### config.mk
export PLATFORM = sky130hd
export DESIGN_NAME = dma_group
export DESIGN_NICKNAME = d
export VERILOG_FILES = /design/src/hdl/dma_group_pkg.sv /design/src/hdl/dma_group.sv /design/src/hdl/dma_word_backend.sv /design/src/hdl/dma_burst_splitter.sv /design/src/hdl/dma_req_spill.sv
export SDC_FILE = /design/constraint.sdc
export NUM_CORES = 1
export LEC_CHECK = 0
export BUFFER_PORTS_ARGS = -buffer_cell sky130_fd_sc_hd__buf_2
export CAP_MARGIN = 20
export CORE_UTILIZATION = 50
export DETAILED_ROUTE_END_ITERATION = 10
export PLACE_DENSITY = 0.69
export SYNTH_ARGS = -nofsm -noshare
export SYNTH_HDL_FRONTEND = slang
export SYNTH_HIERARCHICAL = 1
export SYNTH_SLANG_ARGS = --single-unit
### constraint.sdc
create_clock -name clk_i -period 13.3 [get_ports clk_i]
set_input_delay 2.66 -clock clk_i [delete_from_list [all_inputs] [get_ports clk_i]]
set_output_delay 2.66 -clock clk_i [all_outputs]
set_load 0.01 [all_outputs]
### src/hdl/dma_group_pkg.sv
// -------------------------------------
// DMA group package
// Group geometry and address field widths
// -------------------------------------

`default_nettype none

package dma_group_pkg;

  // Address geometry
  localparam int unsigned AddrWidth  = 32;
  localparam int unsigned LenWidth   = 16;
  localparam int unsigned ByteOffset = 2;

  // Group layout
  localparam int unsigned NumTilesPerGroup = 4;
  localparam int unsigned NumDmasPerGroup  = 2;
  localparam int unsigned NumTilesPerDma   = NumTilesPerGroup / NumDmasPerGroup;
  localparam int unsigned NumBanksPerTile  = 4;

  // TCDM window
  localparam int unsigned TcdmBaseAddr = 32'h0000_0000;
  localparam int unsigned TcdmSize     = 4096;

  // Smallest address span in bytes owned by one DMA unit
  localparam int unsigned DmaRegionWidth =
    NumTilesPerGroup * NumBanksPerTile * (2 ** ByteOffset) / NumDmasPerGroup;

  // Fields of a TCDM byte address from low to high
  localparam int unsigned BankIdxWidth = $clog2(NumBanksPerTile);
  localparam int unsigned TileIdxWidth = $clog2(NumTilesPerGroup);
  localparam int unsigned TileSelWidth = $clog2(NumTilesPerDma);
  localparam int unsigned RowWidth =
    $clog2(TcdmSize) - ByteOffset - BankIdxWidth - TileIdxWidth;

  // Bursts in flight between split and done
  localparam int unsigned BurstFifoDepth = 4;

  typedef logic [AddrWidth-1:0]               addr_t;
  typedef logic [LenWidth-1:0]                len_t;
  typedef logic [TileIdxWidth-1:0]            tile_idx_t;
  typedef logic [RowWidth+BankIdxWidth-1:0]   tgt_addr_t;
  typedef logic [$clog2(NumDmasPerGroup)-1:0] dma_idx_t;

  typedef logic [$clog2(BurstFifoDepth)-1:0]   burst_tag_t;
  typedef logic [$clog2(BurstFifoDepth+1)-1:0] burst_fill_t;
  typedef logic [$clog2(NumDmasPerGroup+1)-1:0] piece_cnt_t;

endpackage

`default_nettype wire
### src/hdl/dma_group.sv
// -------------------------------------
// DMA group top level
// Spill register, midend and per-unit backends
// -------------------------------------

`timescale 1ns/100ps
`default_nettype none

module dma_group (
  input  logic                                                             clk_i,
  input  logic                                                             rst_i,
  input  logic                                                             burst_valid_i,
  output logic                                                             burst_ready_o,
  input  dma_group_pkg::addr_t                                             burst_dst_i,
  input  dma_group_pkg::addr_t                                             burst_src_i,
  input  dma_group_pkg::len_t                                              burst_len_i,
  output logic                     [dma_group_pkg::NumTilesPerGroup-1:0]   tile_req_valid_o,
  input  logic                     [dma_group_pkg::NumTilesPerGroup-1:0]   tile_req_ready_i,
  output dma_group_pkg::tgt_addr_t [dma_group_pkg::NumTilesPerGroup-1:0]   tile_req_tgt_o,
  output dma_group_pkg::addr_t     [dma_group_pkg::NumTilesPerGroup-1:0]   tile_req_src_o,
  output logic                                                             idle_o,
  output logic                                                             done_o
);

  logic                 req_valid, req_ready, spill_empty;
  dma_group_pkg::addr_t req_dst, req_src;
  dma_group_pkg::len_t  req_len;

  logic                 [dma_group_pkg::NumDmasPerGroup-1:0] piece_valid, piece_ready;
  dma_group_pkg::addr_t [dma_group_pkg::NumDmasPerGroup-1:0] piece_dst, piece_src;
  dma_group_pkg::len_t  [dma_group_pkg::NumDmasPerGroup-1:0] piece_len;
  logic                 [dma_group_pkg::NumDmasPerGroup-1:0] piece_done, busy;

  dma_req_spill i_spill (
    .clk_i      (clk_i),
    .rst_i      (rst_i),
    .in_valid_i (burst_valid_i),
    .in_dst_i   (burst_dst_i),
    .in_src_i   (burst_src_i),
    .in_len_i   (burst_len_i),
    .in_ready_o (burst_ready_o),
    .out_valid_o(req_valid),
    .out_ready_i(req_ready),
    .out_dst_o  (req_dst),
    .out_src_o  (req_src),
    .out_len_o  (req_len),
    .empty_o    (spill_empty)
  );

  dma_burst_splitter i_splitter (
    .clk_i        (clk_i),
    .rst_i        (rst_i),
    .req_valid_i  (req_valid),
    .req_dst_i    (req_dst),
    .req_src_i    (req_src),
    .req_len_i    (req_len),
    .req_ready_o  (req_ready),
    .piece_valid_o(piece_valid),
    .piece_ready_i(piece_ready),
    .piece_dst_o  (piece_dst),
    .piece_src_o  (piece_src),
    .piece_len_o  (piece_len),
    .piece_done_i (piece_done),
    .busy_i       (busy),
    .spill_empty_i(spill_empty),
    .idle_o       (idle_o),
    .done_o       (done_o)
  );

  // Unit d owns tiles d*NumTilesPerDma and up
  for (genvar d = 0; d < dma_group_pkg::NumDmasPerGroup; d++) begin : gen_dmas
    dma_word_backend #(
      .DmaIdx(dma_group_pkg::dma_idx_t'(d))
    ) i_backend (
      .clk_i        (clk_i),
      .rst_i        (rst_i),
      .piece_valid_i(piece_valid[d]),
      .piece_dst_i  (piece_dst[d]),
      .piece_src_i  (piece_src[d]),
      .piece_len_i  (piece_len[d]),
      .piece_ready_o(piece_ready[d]),
      .tile_valid_o (tile_req_valid_o[d*dma_group_pkg::NumTilesPerDma +:
                                      dma_group_pkg::NumTilesPerDma]),
      .tile_ready_i (tile_req_ready_i[d*dma_group_pkg::NumTilesPerDma +:
                                      dma_group_pkg::NumTilesPerDma]),
      .tile_tgt_o   (tile_req_tgt_o[d*dma_group_pkg::NumTilesPerDma +:
                                    dma_group_pkg::NumTilesPerDma]),
      .tile_src_o   (tile_req_src_o[d*dma_group_pkg::NumTilesPerDma +:
                                    dma_group_pkg::NumTilesPerDma]),
      .piece_done_o (piece_done[d]),
      .busy_o       (busy[d])
    );
  end

endmodule

`default_nettype wire

### src/hdl/dma_word_backend.sv
// -------------------------------------
// DMA word backend
// Walks a piece word by word onto tile ports
// -------------------------------------

`timescale 1ns/100ps
`default_nettype none

module dma_word_backend #(
  parameter dma_group_pkg::dma_idx_t DmaIdx = '0
) (
  input  logic                                                           clk_i,
  input  logic                                                           rst_i,
  input  logic                                                           piece_valid_i,
  input  dma_group_pkg::addr_t                                           piece_dst_i,
  input  dma_group_pkg::addr_t                                           piece_src_i,
  input  dma_group_pkg::len_t                                            piece_len_i,
  output logic                                                           piece_ready_o,
  output logic                     [dma_group_pkg::NumTilesPerDma-1:0]   tile_valid_o,
  input  logic                     [dma_group_pkg::NumTilesPerDma-1:0]   tile_ready_i,
  output dma_group_pkg::tgt_addr_t [dma_group_pkg::NumTilesPerDma-1:0]   tile_tgt_o,
  output dma_group_pkg::addr_t     [dma_group_pkg::NumTilesPerDma-1:0]   tile_src_o,
  output logic                                                           piece_done_o,
  output logic                                                           busy_o
);

  typedef logic [dma_group_pkg::TileSelWidth-1:0] tile_sel_t;

  logic                 active_q;
  dma_group_pkg::addr_t dst_q, src_q;
  dma_group_pkg::len_t  words_q;

  dma_group_pkg::addr_t                         tcdm_off;
  dma_group_pkg::tile_idx_t                     tile_idx;
  tile_sel_t                                    tile_sel;
  logic [dma_group_pkg::BankIdxWidth-1:0]       bank;
  logic [dma_group_pkg::RowWidth-1:0]           row;
  logic                                         accept, word_fire, last_word;

  // Address remap puts the bank lowest, then the tile, then the row
  assign tcdm_off = dst_q - dma_group_pkg::TcdmBaseAddr;
  assign bank     = tcdm_off[dma_group_pkg::ByteOffset +: dma_group_pkg::BankIdxWidth];
  assign tile_idx = tcdm_off[dma_group_pkg::ByteOffset + dma_group_pkg::BankIdxWidth +:
                             dma_group_pkg::TileIdxWidth];
  assign row      = tcdm_off[dma_group_pkg::ByteOffset + dma_group_pkg::BankIdxWidth +
                             dma_group_pkg::TileIdxWidth +: dma_group_pkg::RowWidth];
  // Local port of this unit among its own tiles
  assign tile_sel = tile_sel_t'(tile_idx -
                    dma_group_pkg::tile_idx_t'(DmaIdx * dma_group_pkg::NumTilesPerDma));

  assign piece_ready_o = !active_q;
  assign accept        = piece_valid_i && piece_ready_o;
  assign word_fire     = active_q && tile_ready_i[tile_sel];
  assign last_word     = words_q == dma_group_pkg::len_t'(1);
  assign piece_done_o  = word_fire && last_word;
  assign busy_o        = active_q;

  always_comb begin
    for (int t = 0; t < dma_group_pkg::NumTilesPerDma; t++) begin
      tile_valid_o[t] = active_q && (tile_sel == tile_sel_t'(t));
      tile_tgt_o[t]   = {row, bank};
      tile_src_o[t]   = src_q;
    end
  end

  always_ff @(posedge clk_i) begin
    if (rst_i) begin
      active_q <= 1'b0;
    end else if (accept) begin
      active_q <= 1'b1;
    end else if (piece_done_o) begin
      active_q <= 1'b0;
    end
  end

  // Word walk
  always_ff @(posedge clk_i) begin
    if (accept) begin
      dst_q   <= piece_dst_i;
      src_q   <= piece_src_i;
      words_q <= piece_len_i >> dma_group_pkg::ByteOffset;
    end else if (word_fire) begin
      dst_q   <= dst_q + dma_group_pkg::addr_t'(2 ** dma_group_pkg::ByteOffset);
      src_q   <= src_q + dma_group_pkg::addr_t'(2 ** dma_group_pkg::ByteOffset);
      words_q <= words_q - dma_group_pkg::len_t'(1);
    end
  end

endmodule

`default_nettype wire

### src/hdl/dma_burst_splitter.sv
// -------------------------------------
// DMA distributed midend
// Cuts bursts at region edges, signals done
// -------------------------------------

`timescale 1ns/100ps
`default_nettype none

module dma_burst_splitter (
  input  logic                                                        clk_i,
  input  logic                                                        rst_i,
  input  logic                                                        req_valid_i,
  input  dma_group_pkg::addr_t                                        req_dst_i,
  input  dma_group_pkg::addr_t                                        req_src_i,
  input  dma_group_pkg::len_t                                         req_len_i,
  output logic                                                        req_ready_o,
  output logic                 [dma_group_pkg::NumDmasPerGroup-1:0]   piece_valid_o,
  input  logic                 [dma_group_pkg::NumDmasPerGroup-1:0]   piece_ready_i,
  output dma_group_pkg::addr_t [dma_group_pkg::NumDmasPerGroup-1:0]   piece_dst_o,
  output dma_group_pkg::addr_t [dma_group_pkg::NumDmasPerGroup-1:0]   piece_src_o,
  output dma_group_pkg::len_t  [dma_group_pkg::NumDmasPerGroup-1:0]   piece_len_o,
  input  logic                 [dma_group_pkg::NumDmasPerGroup-1:0]   piece_done_i,
  input  logic                 [dma_group_pkg::NumDmasPerGroup-1:0]   busy_i,
  input  logic                                                        spill_empty_i,
  output logic                                                        idle_o,
  output logic                                                        done_o
);

  // Burst currently being cut
  logic                      cur_valid_q;
  dma_group_pkg::addr_t      cur_dst_q, cur_src_q;
  dma_group_pkg::len_t       cur_len_q;
  dma_group_pkg::burst_tag_t cur_tag_q;

  dma_group_pkg::addr_t      region_off;
  dma_group_pkg::len_t       room, piece_len;
  dma_group_pkg::dma_idx_t   tgt_unit;
  logic                      piece_last, issue, accept, retire;

  // In-order table of outstanding pieces per burst
  dma_group_pkg::burst_tag_t  wr_ptr_q, rd_ptr_q;
  dma_group_pkg::burst_fill_t fill_q;
  dma_group_pkg::piece_cnt_t  cnt_q [dma_group_pkg::BurstFifoDepth];
  dma_group_pkg::piece_cnt_t  cnt_d [dma_group_pkg::BurstFifoDepth];
  logic [dma_group_pkg::BurstFifoDepth-1:0] closed_q, closed_d;
  dma_group_pkg::burst_tag_t  tag_q [dma_group_pkg::NumDmasPerGroup];

  assign region_off = cur_dst_q - dma_group_pkg::TcdmBaseAddr;
  assign room = dma_group_pkg::len_t'(dma_group_pkg::DmaRegionWidth -
                (region_off % dma_group_pkg::DmaRegionWidth));
  assign piece_last = cur_len_q <= room;
  assign piece_len  = piece_last ? cur_len_q : room;
  assign tgt_unit   = dma_group_pkg::dma_idx_t'((region_off / dma_group_pkg::DmaRegionWidth) %
                      dma_group_pkg::NumDmasPerGroup);

  assign issue  = cur_valid_q && piece_ready_i[tgt_unit];
  assign accept = req_valid_i && req_ready_o;
  // Next burst is taken as soon as the last piece leaves
  assign req_ready_o = (!cur_valid_q || (issue && piece_last)) &&
                       (fill_q != dma_group_pkg::burst_fill_t'(dma_group_pkg::BurstFifoDepth));

  always_comb begin
    for (int d = 0; d < dma_group_pkg::NumDmasPerGroup; d++) begin
      piece_valid_o[d] = cur_valid_q && (tgt_unit == dma_group_pkg::dma_idx_t'(d));
      piece_dst_o[d]   = cur_dst_q;
      piece_src_o[d]   = cur_src_q;
      piece_len_o[d]   = piece_len;
    end
  end

  always_comb begin
    cnt_d    = cnt_q;
    closed_d = closed_q;
    if (accept) begin
      cnt_d[wr_ptr_q]    = '0;
      closed_d[wr_ptr_q] = 1'b0;
    end
    if (issue) begin
      cnt_d[cur_tag_q] = cnt_d[cur_tag_q] + dma_group_pkg::piece_cnt_t'(1);
      if (piece_last) begin
        closed_d[cur_tag_q] = 1'b1;
      end
    end
    for (int d = 0; d < dma_group_pkg::NumDmasPerGroup; d++) begin
      if (piece_done_i[d]) begin
        cnt_d[tag_q[d]] = cnt_d[tag_q[d]] - dma_group_pkg::piece_cnt_t'(1);
      end
    end
  end

  // Head burst retires once fully cut and every piece has finished
  // Retires are spaced so that done_o stays a single-cycle pulse
  assign retire = (fill_q != '0) && closed_d[rd_ptr_q] && (cnt_d[rd_ptr_q] == '0) &&
                  !done_o;

  always_ff @(posedge clk_i) begin
    if (rst_i) begin
      cur_valid_q <= 1'b0;
      wr_ptr_q    <= '0;
      rd_ptr_q    <= '0;
      fill_q      <= '0;
      cnt_q       <= '{default: '0};
      closed_q    <= '0;
      done_o      <= 1'b0;
      idle_o      <= 1'b1;
    end else begin
      if (accept) begin
        cur_valid_q <= 1'b1;
        wr_ptr_q    <= wr_ptr_q + dma_group_pkg::burst_tag_t'(1);
      end else if (issue && piece_last) begin
        cur_valid_q <= 1'b0;
      end
      if (retire) begin
        rd_ptr_q <= rd_ptr_q + dma_group_pkg::burst_tag_t'(1);
      end
      fill_q   <= fill_q + dma_group_pkg::burst_fill_t'(accept) -
                  dma_group_pkg::burst_fill_t'(retire);
      cnt_q    <= cnt_d;
      closed_q <= closed_d;
      done_o   <= retire;
      idle_o   <= spill_empty_i && !cur_valid_q && !(|busy_i);
    end
  end

  always_ff @(posedge clk_i) begin
    if (accept) begin
      cur_dst_q <= req_dst_i;
      cur_src_q <= req_src_i;
      cur_len_q <= req_len_i;
      cur_tag_q <= wr_ptr_q;
    end else if (issue) begin
      cur_dst_q <= cur_dst_q + dma_group_pkg::addr_t'(piece_len);
      cur_src_q <= cur_src_q + dma_group_pkg::addr_t'(piece_len);
      cur_len_q <= cur_len_q - piece_len;
    end
    for (int d = 0; d < dma_group_pkg::NumDmasPerGroup; d++) begin
      if (issue && (tgt_unit == dma_group_pkg::dma_idx_t'(d))) begin
        tag_q[d] <= cur_tag_q;
      end
    end
  end

endmodule

`default_nettype wire

### src/hdl/dma_req_spill.sv
// -------------------------------------
// DMA request spill register
// Two slots, full throughput, registered ready
// -------------------------------------

`timescale 1ns/100ps
`default_nettype none

module dma_req_spill (
  input  logic                 clk_i,
  input  logic                 rst_i,
  input  logic                 in_valid_i,
  input  dma_group_pkg::addr_t in_dst_i,
  input  dma_group_pkg::addr_t in_src_i,
  input  dma_group_pkg::len_t  in_len_i,
  output logic                 in_ready_o,
  output logic                 out_valid_o,
  input  logic                 out_ready_i,
  output dma_group_pkg::addr_t out_dst_o,
  output dma_group_pkg::addr_t out_src_o,
  output dma_group_pkg::len_t  out_len_o,
  output logic                 empty_o
);

  // Slot a takes new requests, slot b holds one that stalled downstream
  logic                 a_full_q, b_full_q;
  dma_group_pkg::addr_t a_dst_q, a_src_q, b_dst_q, b_src_q;
  dma_group_pkg::len_t  a_len_q, b_len_q;
  logic                 a_fill, a_drain, b_fill, b_drain;

  assign a_fill  = in_valid_i && in_ready_o;
  assign a_drain = a_full_q && !b_full_q;
  assign b_fill  = a_drain && !out_ready_i;
  assign b_drain = b_full_q && out_ready_i;

  assign in_ready_o  = !(a_full_q && b_full_q);
  assign out_valid_o = a_full_q || b_full_q;
  assign empty_o     = !a_full_q && !b_full_q;

  // Older entry sits in b whenever b is full
  assign out_dst_o = b_full_q ? b_dst_q : a_dst_q;
  assign out_src_o = b_full_q ? b_src_q : a_src_q;
  assign out_len_o = b_full_q ? b_len_q : a_len_q;

  always_ff @(posedge clk_i) begin
    if (rst_i) begin
      a_full_q <= 1'b0;
      b_full_q <= 1'b0;
    end else begin
      if (a_fill || a_drain) begin
        a_full_q <= a_fill;
      end
      if (b_fill || b_drain) begin
        b_full_q <= b_fill;
      end
    end
  end

  always_ff @(posedge clk_i) begin
    if (a_fill) begin
      a_dst_q <= in_dst_i;
      a_src_q <= in_src_i;
      a_len_q <= in_len_i;
    end
    if (b_fill) begin
      b_dst_q <= a_dst_q;
      b_src_q <= a_src_q;
      b_len_q <= a_len_q;
    end
  end

endmodule

`default_nettype wire

# Yosys cells after proc, flatten, opt, wreduce, memory -nomap -nowiden
# Memories as Yosys holds them, arrays and structs flattened.
# Index checks and enable logic that the tools add are counted.
# W data, S select, Z words.
[totals]
ff_bits = 428
ramBits = 4
in_bits = 87
out_inout_bits = 167
elab_cells = 221
mem_count = 1
[op_classes]
n_addsub = 18
order_cmp = 18
eq_ne = 3
muxes = 77
bitwise = 13
reduce_logical = 58
[mem_list]
columns = ["name", "words", "width", "read_ports", "rd_clocked_by_memory_dff", "wr", "line", "text"]
rows = [
  ["i_splitter.tag_q", 2, 2, 2, 0, 1, "dma_burst_splitter.sv:46", "dma_group_pkg::burst_tag_t tag_q [dma_group_pkg::NumDmasPerGroup];"],
]
[ops]
columns = ["cell", "count"]
rows = [
  ["$mux W32", 14],
  ["$add A32 B3 Y32 const B", 4],
  ["$add A32 B16 Y32", 2],
  ["$mux W16", 4],
  ["$mux W14", 4],
  ["$logic_and A1 B1 Y1", 35],
  ["$eq A16 B1 Y1 const B", 2],
  ["$mux W8", 4],
  ["$sub A16 B1 Y16 const B", 2],
  ["$mux W2", 13],
  ["$bwmux W8", 3],
  ["$mux W1", 21],
  ["$bmux W2 S2", 4],
  ["$demux W2 S2", 4],
  ["$le A16 B16 Y1", 1],
  ["$sub A16 B16 Y16", 1],
  ["$ge A3 B3 Y1 const B", 5],
  ["$not A2 Y3", 5],
  ["$lt A3 B1 Y1 const B", 4],
  ["$mux W4", 3],
  ["$reduce_bool A2 Y1", 6],
  ["$logic_not A1 Y1", 9],
  ["$lt A2 B3 Y1 const B", 3],
  ["$and A8 B8 Y8", 1],
  ["other kinds (20)", 33],
]

# Depth between registers and ports, before layout
[depth]
ltp_word = 34
mapped_depth = 25
depth_no_buf = 24

# Modules after synthesis
# Netlist, hierarchy kept.
[modules_own_cells]
columns = ["mod", "instances", "cells_per_inst", "area_each_um2", "seq_area_each_um2"]
rows = [
  ["dma_burst_splitter", 1, 985, 8707.1, 3022.9],
  ["dma_req_spill", 1, 259, 5873.1, 4844.6],
  ["dma_word_backend (gen_dmas[1].i_backend)", 1, 412, 3868.7, 1741.7],
  ["dma_word_backend (gen_dmas[0].i_backend)", 1, 381, 3697.3, 1741.7],
]

# Worst setup path after synthesis
# OpenSTA, ideal clock, no wires.
[synth_path]
path_type = "register -> register"
start = "register i_splitter.cur_dst_q[1]"
end = "register i_spill.b_dst_q[0], enable pin"
setup_time_ps = 633
t_arrival_ps = 7923
t_required_ps = 12667
setup_slack_ps = 4744
path_stages_with_launch = 11
n_path_buf = 0
synth_period_minus_slack_ps = 8556
path_cell_list = "edfxtp_1 nor3_1 nor3b_1 inv_1 ha_1 and4_2 nand4_1 a21o_2 o21ai_0 nor2b_1 nor3b_1"
[synth_via]
elab_chain_cells = 7
[synth_rtl]
columns = ["item", "line", "text"]
rows = [
  ["from (decl)", "dma_burst_splitter.sv:31", "dma_group_pkg::addr_t cur_dst_q, cur_src_q;"],
  ["from (signal assigned)", "dma_burst_splitter.sv:127", "cur_dst_q <= req_dst_i;"],
  ["from (signal assigned)", "dma_burst_splitter.sv:132", "cur_dst_q <= cur_dst_q + dma_group_pkg::addr_t'(piece_len);"],
  ["$sub A6 B5 Y7", "dma_burst_splitter.sv:49", "assign room = dma_group_pkg::len_t'(dma_group_pkg::DmaRegionWidth -"],
  ["$le A16 B16 Y1", "dma_burst_splitter.sv:51", "assign piece_last = cur_len_q <= room;"],
  ["$logic_and A1 B1 Y1", "dma_burst_splitter.sv:59", "assign req_ready_o = (!cur_valid_q || (issue && piece_last)) &&"],
  ["$logic_or A1 B1 Y1", "dma_burst_splitter.sv:59", ""],
  ["$logic_and A1 B1 Y1", "dma_burst_splitter.sv:59", ""],
  ["named net req_ready", "dma_group.sv:25", "logic req_valid, req_ready, spill_empty;"],
  ["$logic_not A1 Y1", "dma_req_spill.sv:33", "assign b_fill = a_drain && !out_ready_i;"],
  ["$logic_and A1 B1 Y1", "dma_req_spill.sv:33", ""],
  ["named net i_spill.b_fill", "dma_req_spill.sv:29", "logic a_fill, a_drain, b_fill, b_drain;"],
  ["to (signal assigned)", "dma_req_spill.sv:66", "b_dst_q <= a_dst_q;"],
  ["to (decl)", "dma_req_spill.sv:27", "dma_group_pkg::addr_t a_dst_q, a_src_q, b_dst_q, b_src_q;"],
]
# The timed path passes the listed nets, and every way through them passes these cells.
# A chain may end at the register's enable or synchronous reset.

# Worst setup path in the final report
[layout_path]
start = "input port tile_req_ready_i[1] (netlist bit)"
end = "register i_splitter.fill_q[2]"
[layout_via]
elab_chain_cells = 18
[layout_rtl]
columns = ["item", "line", "text"]
rows = [
  ["from (decl)", "dma_group.sv:18", "input logic [dma_group_pkg::NumTilesPerGroup-1:0] tile_req_ready_i,"],
  ["$mux W1 (implied by the code) (*) (2 in a row)", "dma_word_backend.sv:53", "assign word_fire = active_q && tile_ready_i[tile_sel];"],
  ["$logic_and A1 B1 Y1 (*)", "dma_word_backend.sv:53", ""],
  ["$logic_and A1 B1 Y1 (*)", "dma_word_backend.sv:55", "assign piece_done_o = word_fire && last_word;"],
  ["named net piece_done (one bit)", "dma_group.sv:32", "logic [dma_group_pkg::NumDmasPerGroup-1:0] piece_done, busy;"],
  ["$mux W8 (*)", "dma_burst_splitter.sv:85", "if (piece_done_i[d]) begin"],
  ["$bmux W2 S2", "dma_burst_splitter.sv:86", "cnt_d[tag_q[d]] = cnt_d[tag_q[d]] - dma_group_pkg::piece_cnt_t'(1);"],
  ["$mux W2 (implied by the code) (2 in a row)", "dma_burst_splitter.sv:86", ""],
  ["$sub A2 B1 Y2", "dma_burst_splitter.sv:86", ""],
  ["$bwmux W8", "dma_burst_splitter.sv:86", ""],
  ["$mux W8 (*)", "dma_burst_splitter.sv:85", ""],
  ["$bmux W2 S2 (*)", "dma_burst_splitter.sv:93", "assign retire = (fill_q != '0) && closed_d[rd_ptr_q] && (cnt_d[rd_ptr_q] == '0) &&"],
  ["$mux W2 (implied by the code) (*) (2 in a row)", "dma_burst_splitter.sv:93", ""],
  ["$logic_not A2 Y1 (*)", "dma_burst_splitter.sv:93", ""],
  ["$logic_and A1 B1 Y1 (*) (2 in a row)", "dma_burst_splitter.sv:93", ""],
  ["named net i_splitter.retire", "dma_burst_splitter.sv:38", "logic piece_last, issue, accept, retire;"],
  ["$sub A3 B1 Y3 (*)", "dma_burst_splitter.sv:116", "fill_q <= fill_q + dma_group_pkg::burst_fill_t'(accept) -"],
  ["to (signal assigned)", "dma_burst_splitter.sv:116", ""],
  ["to (decl)", "dma_burst_splitter.sv:42", "dma_group_pkg::burst_fill_t fill_q;"],
]
# The timed path passes the listed nets; every way through them passes the cells marked *. The select of a mux whose other input is x is not followed.

==> impl_metrics.sql <==
INSERT INTO impl_metrics (metric_group, metric, value, unit) VALUES
('outcome', 'outcome', 'finished clean', ''),
('critical_path', 'cp_max_fo', '7', ''),
('cells_and_area', 'drive_above_1_share', '0.198', ''),
('clock_network', 'cts.repair_timing.setup_buffer_count', '0', ''),
('power', 'switching_share', '0.344', ''),
('timing', 'worst_clock_skew', '13.2', 'ps'),
('job', 'maxCapViolations', '0', ''),
('cells_and_area', 'layout_commonest_cell', 'sky130_fd_sc_hd__edfxtp_1', ''),
('clock_network', 'cts_buffers', '38', ''),
('synth', 'post_synthesis_instance_area', '19300', 'um^2'),
('timing', 'relSlewSlack', '0.314', ''),
('place', 'dp_hpwl', '29700', 'um'),
('floorplan', 'die_area', '39300', 'um^2'),
('hold_path', 'hold_path.startpoint', 'i_spill/a_len_q[3]', ''),
('timing', 'drv_slew', '0', ''),
('clock_network', 'hold_buffers', '0', ''),
('global_routing', 'pin_count_of_the_biggest_net_entering_global_routing', '102', ''),
('clock_network', 'clockRootBuffer', 'sky130_fd_sc_hd__clkbuf_16', ''),
('global_routing', 'grt_antenna_before_repair', '0', ''),
('clock_network', 'cts_repair_resize_count', '0', ''),
('global_routing', 'grt_ovf', '0', ''),
('timing', 'fin_crit', '6670', 'ps'),
('critical_path', 'worstReg2RegStart', 'i_splitter/cur_dst_q[2]', ''),
('global_routing', 'grt.total_usage', '0.216', ''),
('cells_and_area', 'areaGrowthSynthToFinish', '8.96', '%'),
('timing', 'setup-violations-final', '0', ''),
('timing', 'tightest_slew', '1030', 'ps'),
('clock_network', 'clk-insertion-delay-late', '540', 'ps'),
('timing', 'setup_total_negative_slack', '0', 'ps'),
('global_routing', 'grt_pass1_vias', '12700', ''),
('critical_path', 'reg2regPathDepth', '22', ''),
('power', 'power.leakage', '7.67', 'nW'),
('cells_and_area', 'postLayoutCoreUtil', '0.556', ''),
('power', 'power.density_cell_area', '183', 'nW/um^2'),
('route', 'drt.antenna.violating_nets', '0', ''),
('power', 'internal_portion_of_total_power', '2.52', 'mW'),
('hold_path', 'hold_path_depth', '0', ''),
('floorplan', 'die_x', '198', 'um'),
('critical_path', 'cp.required', '13760', 'ps'),
('power', 'netSwitchingPower', '1.32', 'mW'),
('timing', 'timing.final.hold_violations', '0', ''),
('critical_path', 'critical-path-slowest-cell', 'sky130_fd_sc_hd__nor4_2', ''),
('hold_path', 'timing.hold.worst.class', 'reg2reg', ''),
('cells_and_area', 'final_cell_mix', 'sky130_fd_sc_hd__edfxtp_1, sky130_fd_sc_hd__buf_2, sky130_fd_sc_hd__nand2_1', ''),
('critical_path', 'critical-path-top-delay-family', 'simple AND/OR/NAND/NOR gates', ''),
('clock_network', 'cts-root-to-sink-buffers', '3', ''),
('route', 'drcViolationCount', '0', ''),
('clock_network', 'cts_tree', 'yes', ''),
('floorplan', 'floorplan.rows', '71', ''),
('critical_path', 'worstSetupStartpointType', 'input pin', ''),
('global_routing', 'grt_pass1_wl', '67200', 'um'),
('clock_network', 'clock_transition_at_the_registers_of_the_reported_paths', '60', 'ps'),
('critical_path', 'path_class', 'in2reg', ''),
('place', 'place.port_buffers', '233', ''),
('critical_path', 'crit_path_cell_trace', 'buf_2, mux2i_1, or4_1, nor4_2, nand3_1, xor2_1, and2b_2, mux2_4, or4_4, o31a_1, nand2_1, ha_1, inv_1, ha_1, inv_1, fa_1, xor2_1, and2_1, nor3_1', ''),
('route', 'routed_wl', '42500', 'um'),
('cells_and_area', 'sequential_cell_area', '9550', 'um^2'),
('route', 'first_iter_violations', '1012', ''),
('timing', 'layout_worst_path_cycle_share', '0.502', ''),
('critical_path', 'cp_num_buf_inv', '3', ''),
('floorplan', 'core', '37800', 'um^2'),
('cells_and_area', 'antennaDiodeCount', '0', ''),
('critical_path', 'rrSetupSlack', '6990', 'ps'),
('synth', 'synth.avg_cell_area', '10.6', 'um^2'),
('cells_and_area', 'area_used_by_multi_input_combinational_logic', '8120', 'um^2'),
('route', 'avgRoutedWirePerCell', '17.4', 'um'),
('timing', 'unrepaired_setup_endpoints_after_global_routing', 'no', ''),
('route', 'avgViaCountPerCell', '5.57', ''),
('critical_path', 'worst_setup_path_end_kind', 'flip-flop', ''),
('clock_network', 'numClockSinks', '328', ''),
('route', 'first_pass_iters', '8', '');
## layout make-up
class,instances,area share
Clock buffer,44,0.0464
Timing Repair Buffer,246,0.0602
Clock inverter,26,0.0122
Multi-Input combinational cell,1241,0.387
Tap cell,511,0.0305
Inverter,46,0.00823
Sequential cell,328,0.455
## worst max path at each step
| stage | from | end | slack (ps) | cells past startpoint |
|---|---|---|---|---|
| 2_1_floorplan | i_splitter/cur_dst_q[1] | i_spill/b_dst_q[0] | 6260 | 10 |
| 3_5_place_dp | tile_req_ready_i[1] | i_splitter/fill_q[2] | 6050 | 19 |
| 6_report | tile_req_ready_i[1] | i_splitter/fill_q[2] | 6630 | 19 |
| 3_3_place_gp | tile_req_ready_i[1] | i_splitter/fill_q[2] | 6110 | 19 |
| 4_1_cts | tile_req_ready_i[1] | i_splitter/fill_q[2] | 6620 | 19 |
| 5_1_grt | tile_req_ready_i[0] | i_splitter/fill_q[2] | 6250 | 19 |
## registers in the layout, indices dropped and copies added (netlist names), 2 cells and up
register	flops
i_spill/b_dst_q	12
i_spill/b_len_q	16
i_splitter/rd_ptr_q	2
i_splitter/cur_tag_q	2
gen_dmas.i_backend/words_q	32
gen_dmas.i_backend/busy_o	2
i_splitter/cur_len_q	16
i_splitter/closed_q	4
i_splitter/cnt_q	8
i_spill/a_src_q	32
i_splitter/wr_ptr_q	2
i_splitter/cur_dst_q	12
i_splitter/cur_src_q	32
gen_dmas.i_backend/src_q	64
gen_dmas.i_backend/dst_q	20
i_spill/b_src_q	32
i_spill/a_dst_q	12
i_spill/a_len_q	16
i_splitter/tag_q	4
i_splitter/fill_q	3
## power groups by stage
stage          logic [mW]  registers [mW]  clock network [mW]
5_1_grt              1.35            1.64                1.10
3_3_place_gp         1.15            1.62                   0
3_5_place_dp         1.18            1.63                   0
6_report             1.20            1.62                1.03
2_1_floorplan        1.03            1.57                   0
4_1_cts              1.19            1.61                1.05
## metal layers
metal  wire [um]  up-vias  GRT usage
met5           0        -          0
met4         588        0     0.0525
met3        2860       44     0.0278
met2       18600      466      0.326
met1       20500     6519      0.328
li1            -     6574          -
## stage by stage
stage | total power [mW] | std cells | hold WS, ps | setup WS (ps) | cell area (um^2)
after floorplan | 2.60 | 1847 | 419 | 6260 | 19400
after global placement | 2.77 | 2371 | 433 | 6110 | 19700
after detailed placement | 2.82 | 2371 | 435 | 6050 | 19700
after CTS | 3.86 | 2441 | 448 | 6620 | 21000
after global routing | 4.08 | 2442 | 461 | 6250 | 21000
final | 3.85 | 2442 | 445 | 6630 | 21000
(Power assumes the default switching activity.)
